`config.mk`:
```
export PLATFORM = sky130hd
export DESIGN_NAME = decompressor
export DESIGN_NICKNAME = d
export VERILOG_FILES = /design/src/compress_pkg.sv /design/src/packet_pkg.sv /design/src/decompressor.sv /design/src/fetch_ctrl.sv /design/src/group_fifo.sv /design/src/unit_expander.sv
export VERILOG_INCLUDE_DIRS = /design/src /design/src/src
export SDC_FILE = /design/constraint.sdc
export NUM_CORES = 1
export LEC_CHECK = 0
export ABC_AREA = 1
export BUFFER_PORTS_ARGS = -buffer_cell sky130_fd_sc_hd__clkbuf_2
export CAP_MARGIN = 20
export CORE_MARGIN = 2
export CORE_UTILIZATION = 57
export CTS_CLUSTER_SIZE = 8
export DETAILED_ROUTE_END_ITERATION = 6
export PLACE_DENSITY = 0.75
export SYNTH_ARGS = -nofsm -noshare
export SYNTH_HDL_FRONTEND = slang
export SYNTH_HIERARCHICAL = 1
export SYNTH_SLANG_ARGS = --single-unit
```
`constraint.sdc`:
```
create_clock -name layer23_gated_clk -period 10.5 [get_ports layer23_gated_clk]
set_clock_uncertainty 0.05 [all_clocks]
set_input_delay 3.15 -clock layer23_gated_clk [delete_from_list [all_inputs] [get_ports layer23_gated_clk]]
set_output_delay 3.15 -clock layer23_gated_clk [all_outputs]
set_load 0.02 [all_outputs]
```
`src/decomp_defines.svh`:
```
`ifndef DECOMP_DEFINES_SVH
`define DECOMP_DEFINES_SVH

// bytes delivered by one memory beat, one compress group per beat
`define MEM_BANDWIDTH 8

// group buffer entries, sized to cover the memory round trip
`define DATA_FIFO_DEPTH 16

// compress units packed into the low 60 bits of a group
`define UNITS_PER_GROUP 5

// zero-run field of a unit, so a run is 0 to 15 bytes long
`define UNIT_ZERO_W 4

// one feature-map element
`define VAL_W 8

// elements per packet towards the feature-map buffer
`define PACKET_ELEMS 8

// last_unit code saying every unit of the group is in use and the stream goes on
`define END_ALL_VALID 7

`endif

```
`src/compress_pkg.sv`:
```
`include "decomp_defines.svh"
`default_nettype none

// memory-side view of the zero-run compressed feature map
package compress_pkg;

    // info bits left over at the top of a group once the units are packed
    localparam int INFO_W = `MEM_BANDWIDTH * 8 - `UNITS_PER_GROUP * (`UNIT_ZERO_W + `VAL_W);

    // one unit expands to zero bytes followed by its value byte
    typedef struct packed {
        logic [`VAL_W-1:0]      val;  // sits above the zero count
        logic [`UNIT_ZERO_W-1:0] zero; // number of zero bytes before val
    } compress_unit_t;

    // a 64-bit group as it comes back from memory
    typedef struct packed {
        logic                                  end_with_val; // bit 63, last unit keeps its value
        logic [INFO_W-2:0]                     last_unit;    // index of the final unit, 7 if none
        compress_unit_t [`UNITS_PER_GROUP-1:0] units;        // unit 0 in bits 11..0
    } compress_group_t;

    // buffer pointer, the extra top bit flips on every wrap
    typedef logic [$clog2(`DATA_FIFO_DEPTH):0] fifo_ptr_t;

endpackage

`default_nettype wire

```
`src/packet_pkg.sv`:
```
`include "decomp_defines.svh"
`default_nettype none

// output side: what the feature-map buffer receives and how the expander walks a group
package packet_pkg;

    // one transfer towards the feature-map buffer
    typedef struct packed {
        logic                                   packet_valid; // mirrored on decompressor_ack
        logic [`PACKET_ELEMS-1:0]               valid_mask;   // bit i set when data[i] holds a byte
        logic [`PACKET_ELEMS-1:0][`VAL_W-1:0]   data;         // element 0 in the low byte
    } decompress_packet_t;

    // expander position inside the current unit
    typedef enum logic [1:0] {
        EXP_IDLE  = 2'd0, // at the start of a unit, nothing taken from it yet
        EXP_ZEROS = 2'd1, // emitting the rest of the zero run
        EXP_VALUE = 2'd2, // zeros done, value byte (or the stream end) is next
        EXP_DONE  = 2'd3  // stream finished, waiting for the next start
    } expand_state_t;

endpackage

`default_nettype wire

```
`src/decompressor.sv`:
```
`timescale 1ns/1ps
`default_nettype none

// zero-run decompressor: memory fetch, group buffer, byte expander
module decompressor (
    input  logic                           layer23_gated_clk,
    input  logic                           rst_n,
    input  logic                           start,            // begins a new stream
    input  logic                           ifmap_buffer_req, // level from the feature-map buffer
    input  logic                           mem_ack,
    input  logic                           mem_data_valid,
    input  compress_pkg::compress_group_t  mem_data,
    output logic                           mem_req,
    output logic                           decompressor_ack, // a packet is on offer
    output packet_pkg::decompress_packet_t decompress_packet
);
    import compress_pkg::*;

    logic            wr_en;     // returned group goes into the buffer
    compress_group_t wr_group;
    compress_group_t head;      // oldest buffered group
    logic            not_empty;
    logic            pop;       // also frees a fetch slot in fetch_ctrl

    fetch_ctrl u_fetch_ctrl (
        .layer23_gated_clk (layer23_gated_clk),
        .rst_n             (rst_n),
        .start             (start),
        .mem_ack           (mem_ack),
        .mem_data_valid    (mem_data_valid),
        .pop               (pop),
        .mem_data          (mem_data),
        .mem_req           (mem_req),
        .wr_en             (wr_en),
        .wr_group          (wr_group)
    );

    group_fifo u_group_fifo (
        .layer23_gated_clk (layer23_gated_clk),
        .rst_n             (rst_n),
        .start             (start),
        .wr_en             (wr_en),
        .pop               (pop),
        .wr_group          (wr_group),
        .head              (head),
        .not_empty         (not_empty)
    );

    unit_expander u_unit_expander (
        .layer23_gated_clk (layer23_gated_clk),
        .rst_n             (rst_n),
        .start             (start),
        .ifmap_buffer_req  (ifmap_buffer_req),
        .not_empty         (not_empty),
        .head              (head),
        .pop               (pop),
        .decompressor_ack  (decompressor_ack),
        .packet            (decompress_packet)
    );

endmodule

`default_nettype wire

```
`src/fetch_ctrl.sv`:
```
`timescale 1ns/1ps
`default_nettype none
`include "decomp_defines.svh"

// issues memory fetches and turns returned beats into buffer writes
module fetch_ctrl (
    input  logic                          layer23_gated_clk,
    input  logic                          rst_n,
    input  logic                          start,          // clears the fetch state, one cycle
    input  logic                          mem_ack,        // fetch accepted when seen with mem_req
    input  logic                          mem_data_valid, // one returned group, in request order
    input  logic                          pop,            // expander released a buffer entry
    input  compress_pkg::compress_group_t mem_data,
    output logic                          mem_req,
    output logic                          wr_en,
    output compress_pkg::compress_group_t wr_group
);
    import compress_pkg::*;

    logic      enable;      // armed by start, stays armed until reset
    logic      end_seen;    // end group already written for this stream
    fifo_ptr_t outstanding; // accepted fetches whose entry has not been popped yet
    logic      accept;
    logic      is_end_group;

    // every accepted fetch owns a buffer entry until the expander pops it,
    // so keeping this below depth means a returning group always has room
    assign mem_req = enable && !end_seen && !start && (outstanding < `DATA_FIFO_DEPTH);
    assign accept  = mem_req && mem_ack;

    // groups arriving after the end group belong to no stream and are dropped
    assign wr_en    = enable && !end_seen && !start && mem_data_valid;
    assign wr_group = mem_data;

    // any last_unit code other than 7 marks the final group
    assign is_end_group = mem_data.last_unit != (INFO_W - 1)'(`END_ALL_VALID);

    always_ff @(posedge layer23_gated_clk or negedge rst_n) begin
        if (!rst_n) begin
            enable <= 1'b0;
        end else if (start) begin
            enable <= 1'b1; // mem_req can rise from the next cycle
        end
    end

    // set on the write edge of the end group, mem_req drops in the cycle after
    always_ff @(posedge layer23_gated_clk or negedge rst_n) begin
        if (!rst_n) begin
            end_seen <= 1'b0;
        end else if (start) begin
            end_seen <= 1'b0;
        end else if (wr_en && is_end_group) begin
            end_seen <= 1'b1;
        end
    end

    always_ff @(posedge layer23_gated_clk or negedge rst_n) begin
        if (!rst_n) begin
            outstanding <= '0;
        end else if (start) begin
            outstanding <= '0;
        end else if (accept && !pop) begin
            outstanding <= outstanding + 1'b1;
        end else if (pop && !accept) begin
            outstanding <= outstanding - 1'b1; // both at once leaves the count as it is
        end
    end

endmodule

`default_nettype wire

```
`src/group_fifo.sv`:
```
`timescale 1ns/1ps
`default_nettype none
`include "decomp_defines.svh"

// holds compress groups between the memory return and the expander
module group_fifo (
    input  logic                          layer23_gated_clk,
    input  logic                          rst_n,
    input  logic                          start,     // empties the buffer
    input  logic                          wr_en,
    input  logic                          pop,       // head consumed at this edge
    input  compress_pkg::compress_group_t wr_group,
    output compress_pkg::compress_group_t head,
    output logic                          not_empty
);
    import compress_pkg::*;

    localparam int IDX_W = $clog2(`DATA_FIFO_DEPTH);

    compress_group_t mem [`DATA_FIFO_DEPTH]; // payload only, pointers say what is live
    fifo_ptr_t       wr_ptr;
    fifo_ptr_t       rd_ptr;
    logic            full;
    logic            do_write;
    logic            do_pop;

    // same slot on different laps means every entry is taken
    assign full      = (wr_ptr[IDX_W-1:0] == rd_ptr[IDX_W-1:0]) && (wr_ptr[IDX_W] != rd_ptr[IDX_W]);
    assign not_empty = wr_ptr != rd_ptr; // a write shows up here one cycle later

    // fetch_ctrl already bounds the fetches, these guards only keep the pointers sane
    assign do_write = wr_en && !full;
    assign do_pop   = pop && not_empty;

    assign head = mem[rd_ptr[IDX_W-1:0]];

    always_ff @(posedge layer23_gated_clk or negedge rst_n) begin
        if (!rst_n) begin
            wr_ptr <= '0;
            rd_ptr <= '0;
        end else if (start) begin
            wr_ptr <= '0;
            rd_ptr <= '0;
        end else begin
            if (do_write) begin
                wr_ptr <= wr_ptr + 1'b1;
            end
            if (do_pop) begin
                rd_ptr <= rd_ptr + 1'b1;
            end
        end
    end

    always_ff @(posedge layer23_gated_clk) begin
        if (do_write) begin
            mem[wr_ptr[IDX_W-1:0]] <= wr_group;
        end
    end

endmodule

`default_nettype wire

```
`src/unit_expander.sv`:
```
`timescale 1ns/1ps
`default_nettype none
`include "decomp_defines.svh"

// expands the head group one byte per cycle and packs the bytes into packets
module unit_expander (
    input  logic                           layer23_gated_clk,
    input  logic                           rst_n,
    input  logic                           start,
    input  logic                           ifmap_buffer_req, // downstream can take the packet
    input  logic                           not_empty,
    input  compress_pkg::compress_group_t  head,
    output logic                           pop,              // one pulse per finished group
    output logic                           decompressor_ack,
    output packet_pkg::decompress_packet_t packet
);
    import compress_pkg::*;
    import packet_pkg::*;

    localparam int UNIT_IDX_W = $clog2(`UNITS_PER_GROUP);
    localparam int SLOT_W     = $clog2(`PACKET_ELEMS);

    expand_state_t                        state;
    expand_state_t                        state_next;
    logic [UNIT_IDX_W-1:0]                unit_idx;   // unit of the head group being expanded
    logic [UNIT_IDX_W-1:0]                idx_next;
    logic [`UNIT_ZERO_W-1:0]              zero_left;  // zeros still owed by the current unit
    logic [`UNIT_ZERO_W-1:0]              zero_next;
    logic [`UNIT_ZERO_W-1:0]              pend_zeros;
    logic [`PACKET_ELEMS-1:0][`VAL_W-1:0] asm_data;   // assembly register
    logic [SLOT_W:0]                      asm_cnt;    // bytes in the assembly register, 0 to 8
    logic [SLOT_W:0]                      base_cnt;
    logic                                 out_valid;
    logic [`PACKET_ELEMS-1:0]             out_mask;
    logic [`PACKET_ELEMS-1:0][`VAL_W-1:0] out_data;
    logic [`PACKET_ELEMS-1:0]             flush_mask;
    logic [`PACKET_ELEMS-1:0][`VAL_W-1:0] flush_data;
    compress_unit_t                       cur_unit;
    logic                                 is_last_unit;
    logic                                 handshake;
    logic                                 out_free;
    logic                                 flush_req;
    logic                                 move;
    logic                                 step;
    logic                                 emit;
    logic [`VAL_W-1:0]                    emit_byte;

    assign cur_unit = head.units[unit_idx];

    // the final unit of the stream, only in a group whose info code is not 7
    assign is_last_unit = (head.last_unit != (INFO_W - 1)'(`END_ALL_VALID)) &&
                          (unit_idx == head.last_unit);

    assign handshake = out_valid && ifmap_buffer_req; // packet leaves at this edge
    assign out_free  = !out_valid || handshake;

    // a full assembly moves on, and so does a partial one once the stream has ended
    assign flush_req = (asm_cnt == (SLOT_W + 1)'(`PACKET_ELEMS)) ||
                       ((state == EXP_DONE) && (asm_cnt != '0));
    assign move      = flush_req && out_free;

    // on a move the next byte lands in slot 0 of a fresh assembly
    assign base_cnt = move ? '0 : asm_cnt;

    // stalls while the assembly is full and the output packet is still held
    assign step = (state != EXP_DONE) && not_empty && !start &&
                  (base_cnt != (SLOT_W + 1)'(`PACKET_ELEMS));

    always_comb begin
        case (state)
            EXP_IDLE:  pend_zeros = cur_unit.zero; // fresh unit, count straight from the group
            EXP_ZEROS: pend_zeros = zero_left;
            default:   pend_zeros = '0;
        endcase
    end

    always_comb begin
        emit       = 1'b0;
        emit_byte  = '0;
        state_next = state;
        zero_next  = zero_left;
        idx_next   = unit_idx;
        pop        = 1'b0;
        if (step) begin
            if (pend_zeros != '0) begin
                emit       = 1'b1; // a zero of the run
                zero_next  = pend_zeros - 1'b1;
                state_next = (pend_zeros == 1) ? EXP_VALUE : EXP_ZEROS;
            end else begin
                // the final unit may end on its zeros and then has no value byte
                emit      = !is_last_unit || head.end_with_val;
                emit_byte = cur_unit.val;
                if (is_last_unit) begin
                    pop        = 1'b1;
                    idx_next   = '0;
                    state_next = EXP_DONE;
                end else if (unit_idx == UNIT_IDX_W'(`UNITS_PER_GROUP - 1)) begin
                    pop        = 1'b1; // full group used up, the next one becomes head
                    idx_next   = '0;
                    state_next = EXP_IDLE;
                end else begin
                    idx_next   = unit_idx + 1'b1;
                    state_next = EXP_IDLE;
                end
            end
        end
    end

    // only the filled slots are valid, the rest go out as zero
    always_comb begin
        for (int i = 0; i < `PACKET_ELEMS; i++) begin
            flush_mask[i] = i < asm_cnt;
            flush_data[i] = flush_mask[i] ? asm_data[i] : '0;
        end
    end

    always_ff @(posedge layer23_gated_clk or negedge rst_n) begin
        if (!rst_n) begin
            state     <= EXP_IDLE;
            unit_idx  <= '0;
            zero_left <= '0;
            asm_cnt   <= '0;
            out_valid <= 1'b0;
        end else if (start) begin
            state     <= EXP_IDLE; // drops any leftover of the previous stream
            unit_idx  <= '0;
            zero_left <= '0;
            asm_cnt   <= '0;
            out_valid <= 1'b0;
        end else begin
            state     <= state_next;
            unit_idx  <= idx_next;
            zero_left <= zero_next;
            asm_cnt   <= base_cnt + (SLOT_W + 1)'(emit);
            if (move) begin
                out_valid <= 1'b1;
            end else if (handshake) begin
                out_valid <= 1'b0;
            end
        end
    end

    // the output payload only changes on a move so it holds under back-pressure
    always_ff @(posedge layer23_gated_clk) begin
        if (emit) begin
            asm_data[base_cnt[SLOT_W-1:0]] <= emit_byte;
        end
        if (move) begin
            out_mask <= flush_mask;
            out_data <= flush_data;
        end
    end

    assign packet = '{packet_valid: out_valid, valid_mask: out_mask, data: out_data};
    assign decompressor_ack = packet.packet_valid;

endmodule

`default_nettype wire

```
==> summary.txt, run 1 <==
STA
  • Hold_ws: 0.440 ns
  • Achievable Freq: 139 MHz
  • Tightest Pin Transition: 1.14 ns
  • Slew margin rel.: 0.238
  • Fin crit period: 7.17 ns
  • Final hold viol count: 0
  • Unrepaired setup endpoints after global routing: false
  • Final Max Slew Viols: 0
  • TNS Setup: 0 ns
  • Post-route clock period utilization: 0.683
  • Final Setup Violations: 0

Place
  • Final Wtd Congestion: 0.891
  • I/O Buffers: 144
  • Post-DP HPWL: 59100 um

Worst setup path
  • Setup crit start kind: input port
  • Crit path cell chain: clkbuf_2 -> nor3_2 -> inv_1 -> nor2_1 -> clkbuf_2
  • Slowest cell on the critical path: nor3_2
  • WP data arrival: 3.97 ns
  • CP Capture Type: output port
  • Required arrival time at the worst endpoint: 7.30 ns
  • Reg2Reg Depth: 27
  • Most used cell, CP: clkbuf_2
  • Worst-path maximum fanout: 10
  • Flop2flop setup slack: 4.59 ns
  • Worst path max stage delay: 0.28 ns
  • CP Class: input port to output port

Pwr
  • Combinational cell fraction of total power: 0.026
  • Maximum vdd drop: 0.176 mV
  • Clock power frac: 0.461
  • Power Dens Cells: 192 nW/um^2
  • Switching pwr: 2.11 mW
  • Pwr Total: 10.3 mW
  • Switching Fraction: 0.205
  • Leak: 19.3 nW
  • Internal: 8.20 mW
  • Flop pwr share: 0.513

Detailed routing
  • First DRT Iteration DRCs: 3215
  • Routed vias: 30257
  • Routed Antenna Nets: 0
  • DR DRC count: 0
  • Wirelength, routed: 114000 um
  • WL per Instance: 22.5 um
  • Via density: 5.98
  • Router iterations before antenna repair: 6

Cells and area
  • Nets@finish: 4016
  • Number of fill cells in the layout: 5830
  • Core Util, Final: 0.643
  • P&R area growth vs syn: 12.0%
  • Share of cells above drive strength 1: 0.109

Clocking
  • Root Driver: clkbuf_16
  • PostCTS Resize Cnt: 0
  • H-tree Lvls: 4
  • CTS tree: done
  • Num CTS Buffers: 166
  • Clock Tree Buf Depth: 3
  • Post CTS Setup Buffer Count: 0
  • Clock Pin Slew Worst Setup and Hold Paths: 0.05 ns
  • Clk sinks: 1191
  • Clock Latency Late Sink: 0.74 ns
  • Cts hold-fix bufs: 0

Synthesis
  • Post-synth top cells: edfxtp_1 (1160), nand2_1 (832), nor2_1 (446), o21ai_0 (285), a21oi_1 (231)
  • Netlist cell types: 41
  • Synthesized area per cell: 12.5 um^2
  • Cells after synthesis: 3843
  • Most used DFF post-synth: edfxtp_1
  • Register area share after synthesis: 0.744
  • Post-Syn Nets: 3930
  • Synth Area in Simple Gates: 0.126
  • Synth Area in Compound Gates: 0.0818
  • Synth Area in XOR/XNOR: 0.00219
  • Top cell type's share of synthesized area: 0.727
  • Post-synthesis adder-cell area fraction: 0.00460
  • Largest family of logic cells by synthesized area: simple AND/OR/NAND/NOR gates
  • Post-synth ARST share: 0.0260
  • Ys Warns: 6
  • Post-synth EDFFs: 1160
  • Count leader, synth: edfxtp_1
  • Multiplexer share of the synthesized area: 0
  • Area contributors post-synth: edfxtp_1 (73%), nand2_1 (6.5%), nor2_1 (3.5%)
  • Post-synth top area cell: edfxtp_1
  • Yosys reg bits: 1191
  • Syn Std Cell Area: 47900 um^2

Global routing
  • GR Overflow Total: 0
  • Initial antenna violation count: 4
  • Pin count of the biggest net entering global routing: 203
  • GRT Util Overall: 0.263
  • Global-route wire length before repair: 171000 um
  • Vias in the first global route: 29153

Floorplanning
  • Die height: 294 um
  • Initial core utilization: 0.574
  • Core outline area: 83400 um^2
  • Area of the die: 86300 um^2
  • Width of the die: 294 um
  • Top-level port count: 145
  • Core Rows: 106

Job
  • Max Cap Viol: 0

Outcome
  • Status: completed

Hold path
  • HP Class: flop to flop
  • Worst hold stages: 2
[worst max-delay path, delay by kind of cell]
family / cells / cell delay (ns)
buf+inv: 3 / 0.45
simple gates: 2 / 0.37
[stage by stage]
| step | worst slack [ns] | instance area [um^2] | instances |
|---|---|---|---|
| floorplan | 1.54 | 47900 | 3843 |
| global placement | 3.31 | 49000 | 4840 |
| detailed placement | 3.33 | 49000 | 4840 |
| CTS | 3.32 | 53600 | 5055 |
| global route | 3.27 | 53600 | 5057 |
| finish | 3.33 | 53600 | 5059 |
[sequential cells by signal, summed over array words and instances, names as in the netlist]
name and count:
u_fetch_ctrl/enable 1, u_fetch_ctrl/end_seen 1, u_fetch_ctrl/outstanding 5, u_group_fifo/mem 1024, u_group_fifo/rd_ptr 5, u_group_fifo/wr_ptr 5
u_unit_expander/asm_cnt 4, u_unit_expander/asm_data 64, u_unit_expander/decompressor_ack 1, u_unit_expander/out_mask 8, u_unit_expander/packet 64, u_unit_expander/state 2
u_unit_expander/unit_idx 3, u_unit_expander/zero_left 4
[final cells by class]
type                    instances  area (um^2)  share of cell area
diodes                          3         7.51            0.000140
clock buffers                 201         4310              0.0803
clock inverters                14          287             0.00534
inverters                     126          484             0.00903
multi-input cells            2246        10400               0.194
flip-flops and latches       1191        35600               0.664
well taps                    1080         1350              0.0252
repair buffers                198         1200              0.0223
[layer usage]
metal / wire length [um] / GRT usage / share of wire
met5: 15 / 0 / 0.00013
met4: 4060 / 0.113 / 0.036
met3: 10800 / 0.0509 / 0.095
met2: 54200 / 0.417 / 0.48
met1: 44700 / 0.359 / 0.39
[power groups by stage]
stage,clock [mW],combinational (mW),sequential [mW]
after global placement,0,0.262,5.38
final,4.75,0.270,5.29
after CTS,4.81,0.269,5.29
after detailed placement,0,0.268,5.38
after floorplan,0,0.159,5.40
after global routing,5.01,0.297,5.29
[placed cells by master (no fill, tap or decap), types with 5 or more instances in the layout]
master     instances
nand4_1           17
a31oi_1           22
clkbuf_16        167
nand3_1          180
o21ai_1           29
o22ai_1           32
inv_1            114
o221ai_1           8
inv_16             5
buf_4             49
nor2_1           444
dfrtp_1           27
a21o_1             8
o211ai_1          86
clkbuf_1          34
edfxtp_1        1160
o21ai_0          285
inv_2              7
a21oi_1          231
clkbuf_2         144
xor2_1             9
ha_1              16
nor3_2            16
nand2_1          831
[kinds of logic (layout without fill, tap and decap cells)]
| family | count (synthesis) | count (layout) |
|---|---|---|
| compound gates | 708 | 708 |
| buf+inv | 406 | 539 |
| simple gates | 1509 | 1509 |
| flops | 1191 | 1191 |
| other cells | 0 | 3 |
| fa+ha+maj | 17 | 17 |
| xor+xnor | 12 | 12 |
[final timing paths]
| kind | from | to |
|---|---|---|
| worst min-delay path | u_unit_expander/asm_data[61]$_DFFE_PP_ | u_unit_expander/packet[61]$_SDFFCE_PN0P_ |
| worst max register to register | u_group_fifo/rd_ptr[0]$_DFFE_PN0P_ | u_fetch_ctrl/outstanding[4]$_DFFE_PN0P_ |
| worst max-delay path | start | mem_req |
| max in group asynchronous | rst_n | u_group_fifo/rd_ptr[0]$_DFFE_PN0P_ |
| worst min register to register | u_unit_expander/asm_data[61]$_DFFE_PP_ | u_unit_expander/packet[61]$_SDFFCE_PN0P_ |
| min in group asynchronous | rst_n | u_unit_expander/zero_left[1]$_DFFE_PN0P_ |
No activity file was read; power rests on OpenSTA's default activity.
==> run 2: changes to the inputs <==
==> constraint.sdc (replaced) <==
create_clock -name layer23_gated_clk -period 7.2 [get_ports layer23_gated_clk]
set_clock_uncertainty 0.05 [all_clocks]
set_input_delay 2.16 -clock layer23_gated_clk [delete_from_list [all_inputs] [get_ports layer23_gated_clk]]
set_output_delay 2.16 -clock layer23_gated_clk [all_outputs]
set_load 0.02 [all_outputs]
==> summary.txt, run 2 (synthesis results as in run 1) <==
Clocking
  • Clock Pin Slew Worst Setup and Hold Paths: 0.06 ns (about the same)
  • Clock Tree Buf Depth: 3 (unchanged)
  • Post CTS Setup Buffer Count: 0 (unchanged)
  • Clock Latency Late Sink: 0.79 ns (+0.05 ns)
  • PostCTS Resize Cnt: 0 (unchanged)
  • Root Driver: clkbuf_16
  • CTS tree: done
  • Cts hold-fix bufs: 0 (unchanged)
  • Clk sinks: 1191 (unchanged)
  • Num CTS Buffers: 167 (+0.60%)
  • H-tree Lvls: 4 (unchanged)

Place
  • Final Wtd Congestion: 0.886 (-0.62%)
  • Post-DP HPWL: 61600 um (+4.2%)
  • I/O Buffers: 144 (unchanged)
  • Placed Cells: 4854 (+0.29%)
  • Dpl cell area: 49200 um^2 (+0.33%)

Worst setup path
  • Flop2flop setup slack: 1.54 ns (-3.05 ns)
  • Required arrival time at the worst endpoint: 7.80 ns (+0.50 ns)
  • CP Capture Type: flop
  • Worst-path maximum fanout: 61 (+51)
  • Reg2Reg Depth: 27 (unchanged)
  • CP Class: flop to flop
  • WP data arrival: 6.26 ns (+2.29 ns)
  • Worst R2R Start: u_group_fifo/rd_ptr[1]$_DFFE_PN0P_
  • Setup crit start kind: flop
  • Reg-to-Reg End: u_fetch_ctrl/outstanding[4]$_DFFE_PN0P_

Global routing
  • GRT Util Overall: 0.275 (+0.0118)
  • Met1 Use GR: 0.370 (+0.0113)
  • Routing usage on met3: 0.0571 (+0.00619)
  • Initial antenna violation count: 10 (+6)
  • Met2 Use GR: 0.433 (+0.0154)
  • GR Overflow Total: 0 (unchanged)
  • Most Crowded Layer GR: met2
  • Pin count of the biggest net entering global routing: 196 (-3.4%)
  • Global-route wire length before repair: 177000 um (+3.4%)
  • Vias in the first global route: 29518 (+1.3%)

Pwr
  • Maximum vdd drop: 0.234 mV (+33%)
  • Pwr Total: 15.2 mW (+48%)
  • Power Dens Cells: 282 nW/um^2 (+47%)
  • Leak: 19.4 nW (+0.76%)

Cells and area
  • Most frequent cells in the layout: edfxtp_1 (1160), nand2_1 (831), nor2_1 (444), o21ai_0 (285), a21oi_1 (231)
  • Fin area: 54000 um^2 (+0.70%)
  • P&R area growth vs syn: 12.8%
  • Nets@finish: 4030 (+0.35%)
  • Most common cell after layout, fill and taps aside: edfxtp_1
  • Share of cells above drive strength 1: 0.112 (+0.00312)
  • Layout Cells excl Fill: 5092 (+0.65%)
  • Number of flip-flops under the largest register name: 1024 (unchanged)

STA
  • Slew margin rel.: 0.218 (-0.0206)
  • Final hold viol count: 0 (unchanged)
  • Final Setup Violations: 0 (unchanged)
  • Post-route clock period utilization: 0.786
  • Achievable Freq: 177 MHz
  • TNS Setup: 0 ns (unchanged)
  • Final Max Slew Viols: 0 (unchanged)
  • Fin crit period: 5.66 ns
  • Unrepaired setup endpoints after global routing: false
  • Hold_ws: 0.433 ns (-0.00668 ns)
  • Tightest Pin Transition: 1.17 ns (+0.0309 ns)

Detailed routing
  • Routed vias: 30612 (+1.2%)
  • DR DRC count: 0 (unchanged)
  • Router iterations before antenna repair: 5 (-1)
  • Wirelength, routed: 119000 um (+4.3%)
  • Via density: 6.01 (+0.52%)
  • Routed Antenna Nets: 0 (unchanged)
  • WL per Instance: 23.3 um (+3.7%)
  • First DRT Iteration DRCs: 3810 (+19%)

Floorplanning
  • Area of the die: 86300 um^2 (unchanged)
  • Core outline area: 83400 um^2 (unchanged)
  • Core Rows: 106 (unchanged)
  • Top-level port count: 145 (unchanged)
  • Width of the die: 294 um (unchanged)
  • Initial core utilization: 0.574 (unchanged)
  • Die height: 294 um (unchanged)

Job
  • Max Cap Viol: 0 (unchanged)

Hold path
  • Sink of the worst hold path: u_fetch_ctrl/enable$_DFFE_PN0P_
  • Worst hold stages: 2 (unchanged)
  • Hold Path Origin: u_fetch_ctrl/enable$_DFFE_PN0P_
  • HP Class: flop to flop

Outcome
  • Status: completed
==> run 2: cell count changes in the layout (fill, tap and decap cells not counted), sizes merged <==
| cell | before | now |
|---|---|---|
| bufinv | 0 | 1 |
| clkinv | 10 | 17 |
| clkbuf | 345 | 361 |
| diode | 3 | 4 |
| inv | 130 | 125 |
| buf | 54 | 67 |
==> run 2: layer usage <==
layer / up-vias / wire [um]
met3: 337 / 12200
met1: 14865 / 45200
li1: 13728 / -
met5: - / 73
met4: 12 / 5130
met2: 1670 / 56200
==> run 2: worst max-delay path by stage <==
stage / slack [ns] / depth (start not counted) / start / to
2_1_floorplan: -0.77 / 6 / start / u_group_fifo/mem[4][0]$_DFFE_PP_
3_3_place_gp: 1.83 / 26 / u_group_fifo/rd_ptr[1]$_DFFE_PN0P_ / u_fetch_ctrl/outstanding[4]$_DFFE_PN0P_
3_5_place_dp: 1.76 / 26 / u_group_fifo/rd_ptr[1]$_DFFE_PN0P_ / u_fetch_ctrl/outstanding[4]$_DFFE_PN0P_
4_1_cts: 1.71 / 27 / u_group_fifo/rd_ptr[1]$_DFFE_PN0P_ / u_fetch_ctrl/outstanding[4]$_DFFE_PN0P_
5_1_grt: 1.18 / 26 / u_group_fifo/rd_ptr[1]$_DFFE_PN0P_ / u_fetch_ctrl/outstanding[4]$_DFFE_PN0P_
6_report: 1.54 / 27 / u_group_fifo/rd_ptr[1]$_DFFE_PN0P_ / u_fetch_ctrl/outstanding[4]$_DFFE_PN0P_
==> run 2: through the flow <==
| stage | utilization | setup WS (ns) |
|---|---|---|
| floorplan | - | -0.766 |
| global placement | 0.589 | 1.83 |
| detailed placement | 0.589 | 1.76 |
| CTS | 0.647 | 1.71 |
| global route | 0.647 | 1.18 |
| finish | 0.647 | 1.54 |
==> run 2: cell type report <==
cell class,count,area [um^2]
Clock buffer,217,4370
Tap cell,1080,1350
Fill cell,5787,29400
Sequential cell,1191,35600
Multi-Input combinational cell,2246,10400
Timing Repair Buffer,211,1320
Inverter,126,484
Clock inverter,17,465
Antenna cell,4,10.0
==> run 2: critical path, stage by stage (launching register included) <==
cell and delay (ns):
dfrtp_4 0.96, nand2_4 0.50, inv_1 0.23, buf_4 0.32, nand3_1 0.11, nand2_1 0.08, a31oi_1 0.06, nand2_1 0.09
nand2_1 0.07, nand2_1 0.06, nand3_1 0.15, nand2_1 0.13, nand2_1 0.06, a21oi_1 0.39, ha_1 0.30, inv_1 0.10
nor2_4 0.15, nand2_2 0.13, nor2_1 0.47, inv_1 0.13, nand4_2 0.24, ha_1 0.32, nand3_1 0.11, nand3_1 0.09
inv_1 0.06, nand2_1 0.05, nand3_1 0.08, nand2_1 0.05
==> run 2: power breakdown <==
part	total [mW]	switching (mW)	leakage (nW)	internal [mW]
clock network	7.14	2.86	2.30	4.27
registers	7.72	0.0258	10.9	7.69
logic	0.396	0.297	6.18	0.0988
total	15.2	3.18	19.4	12.1
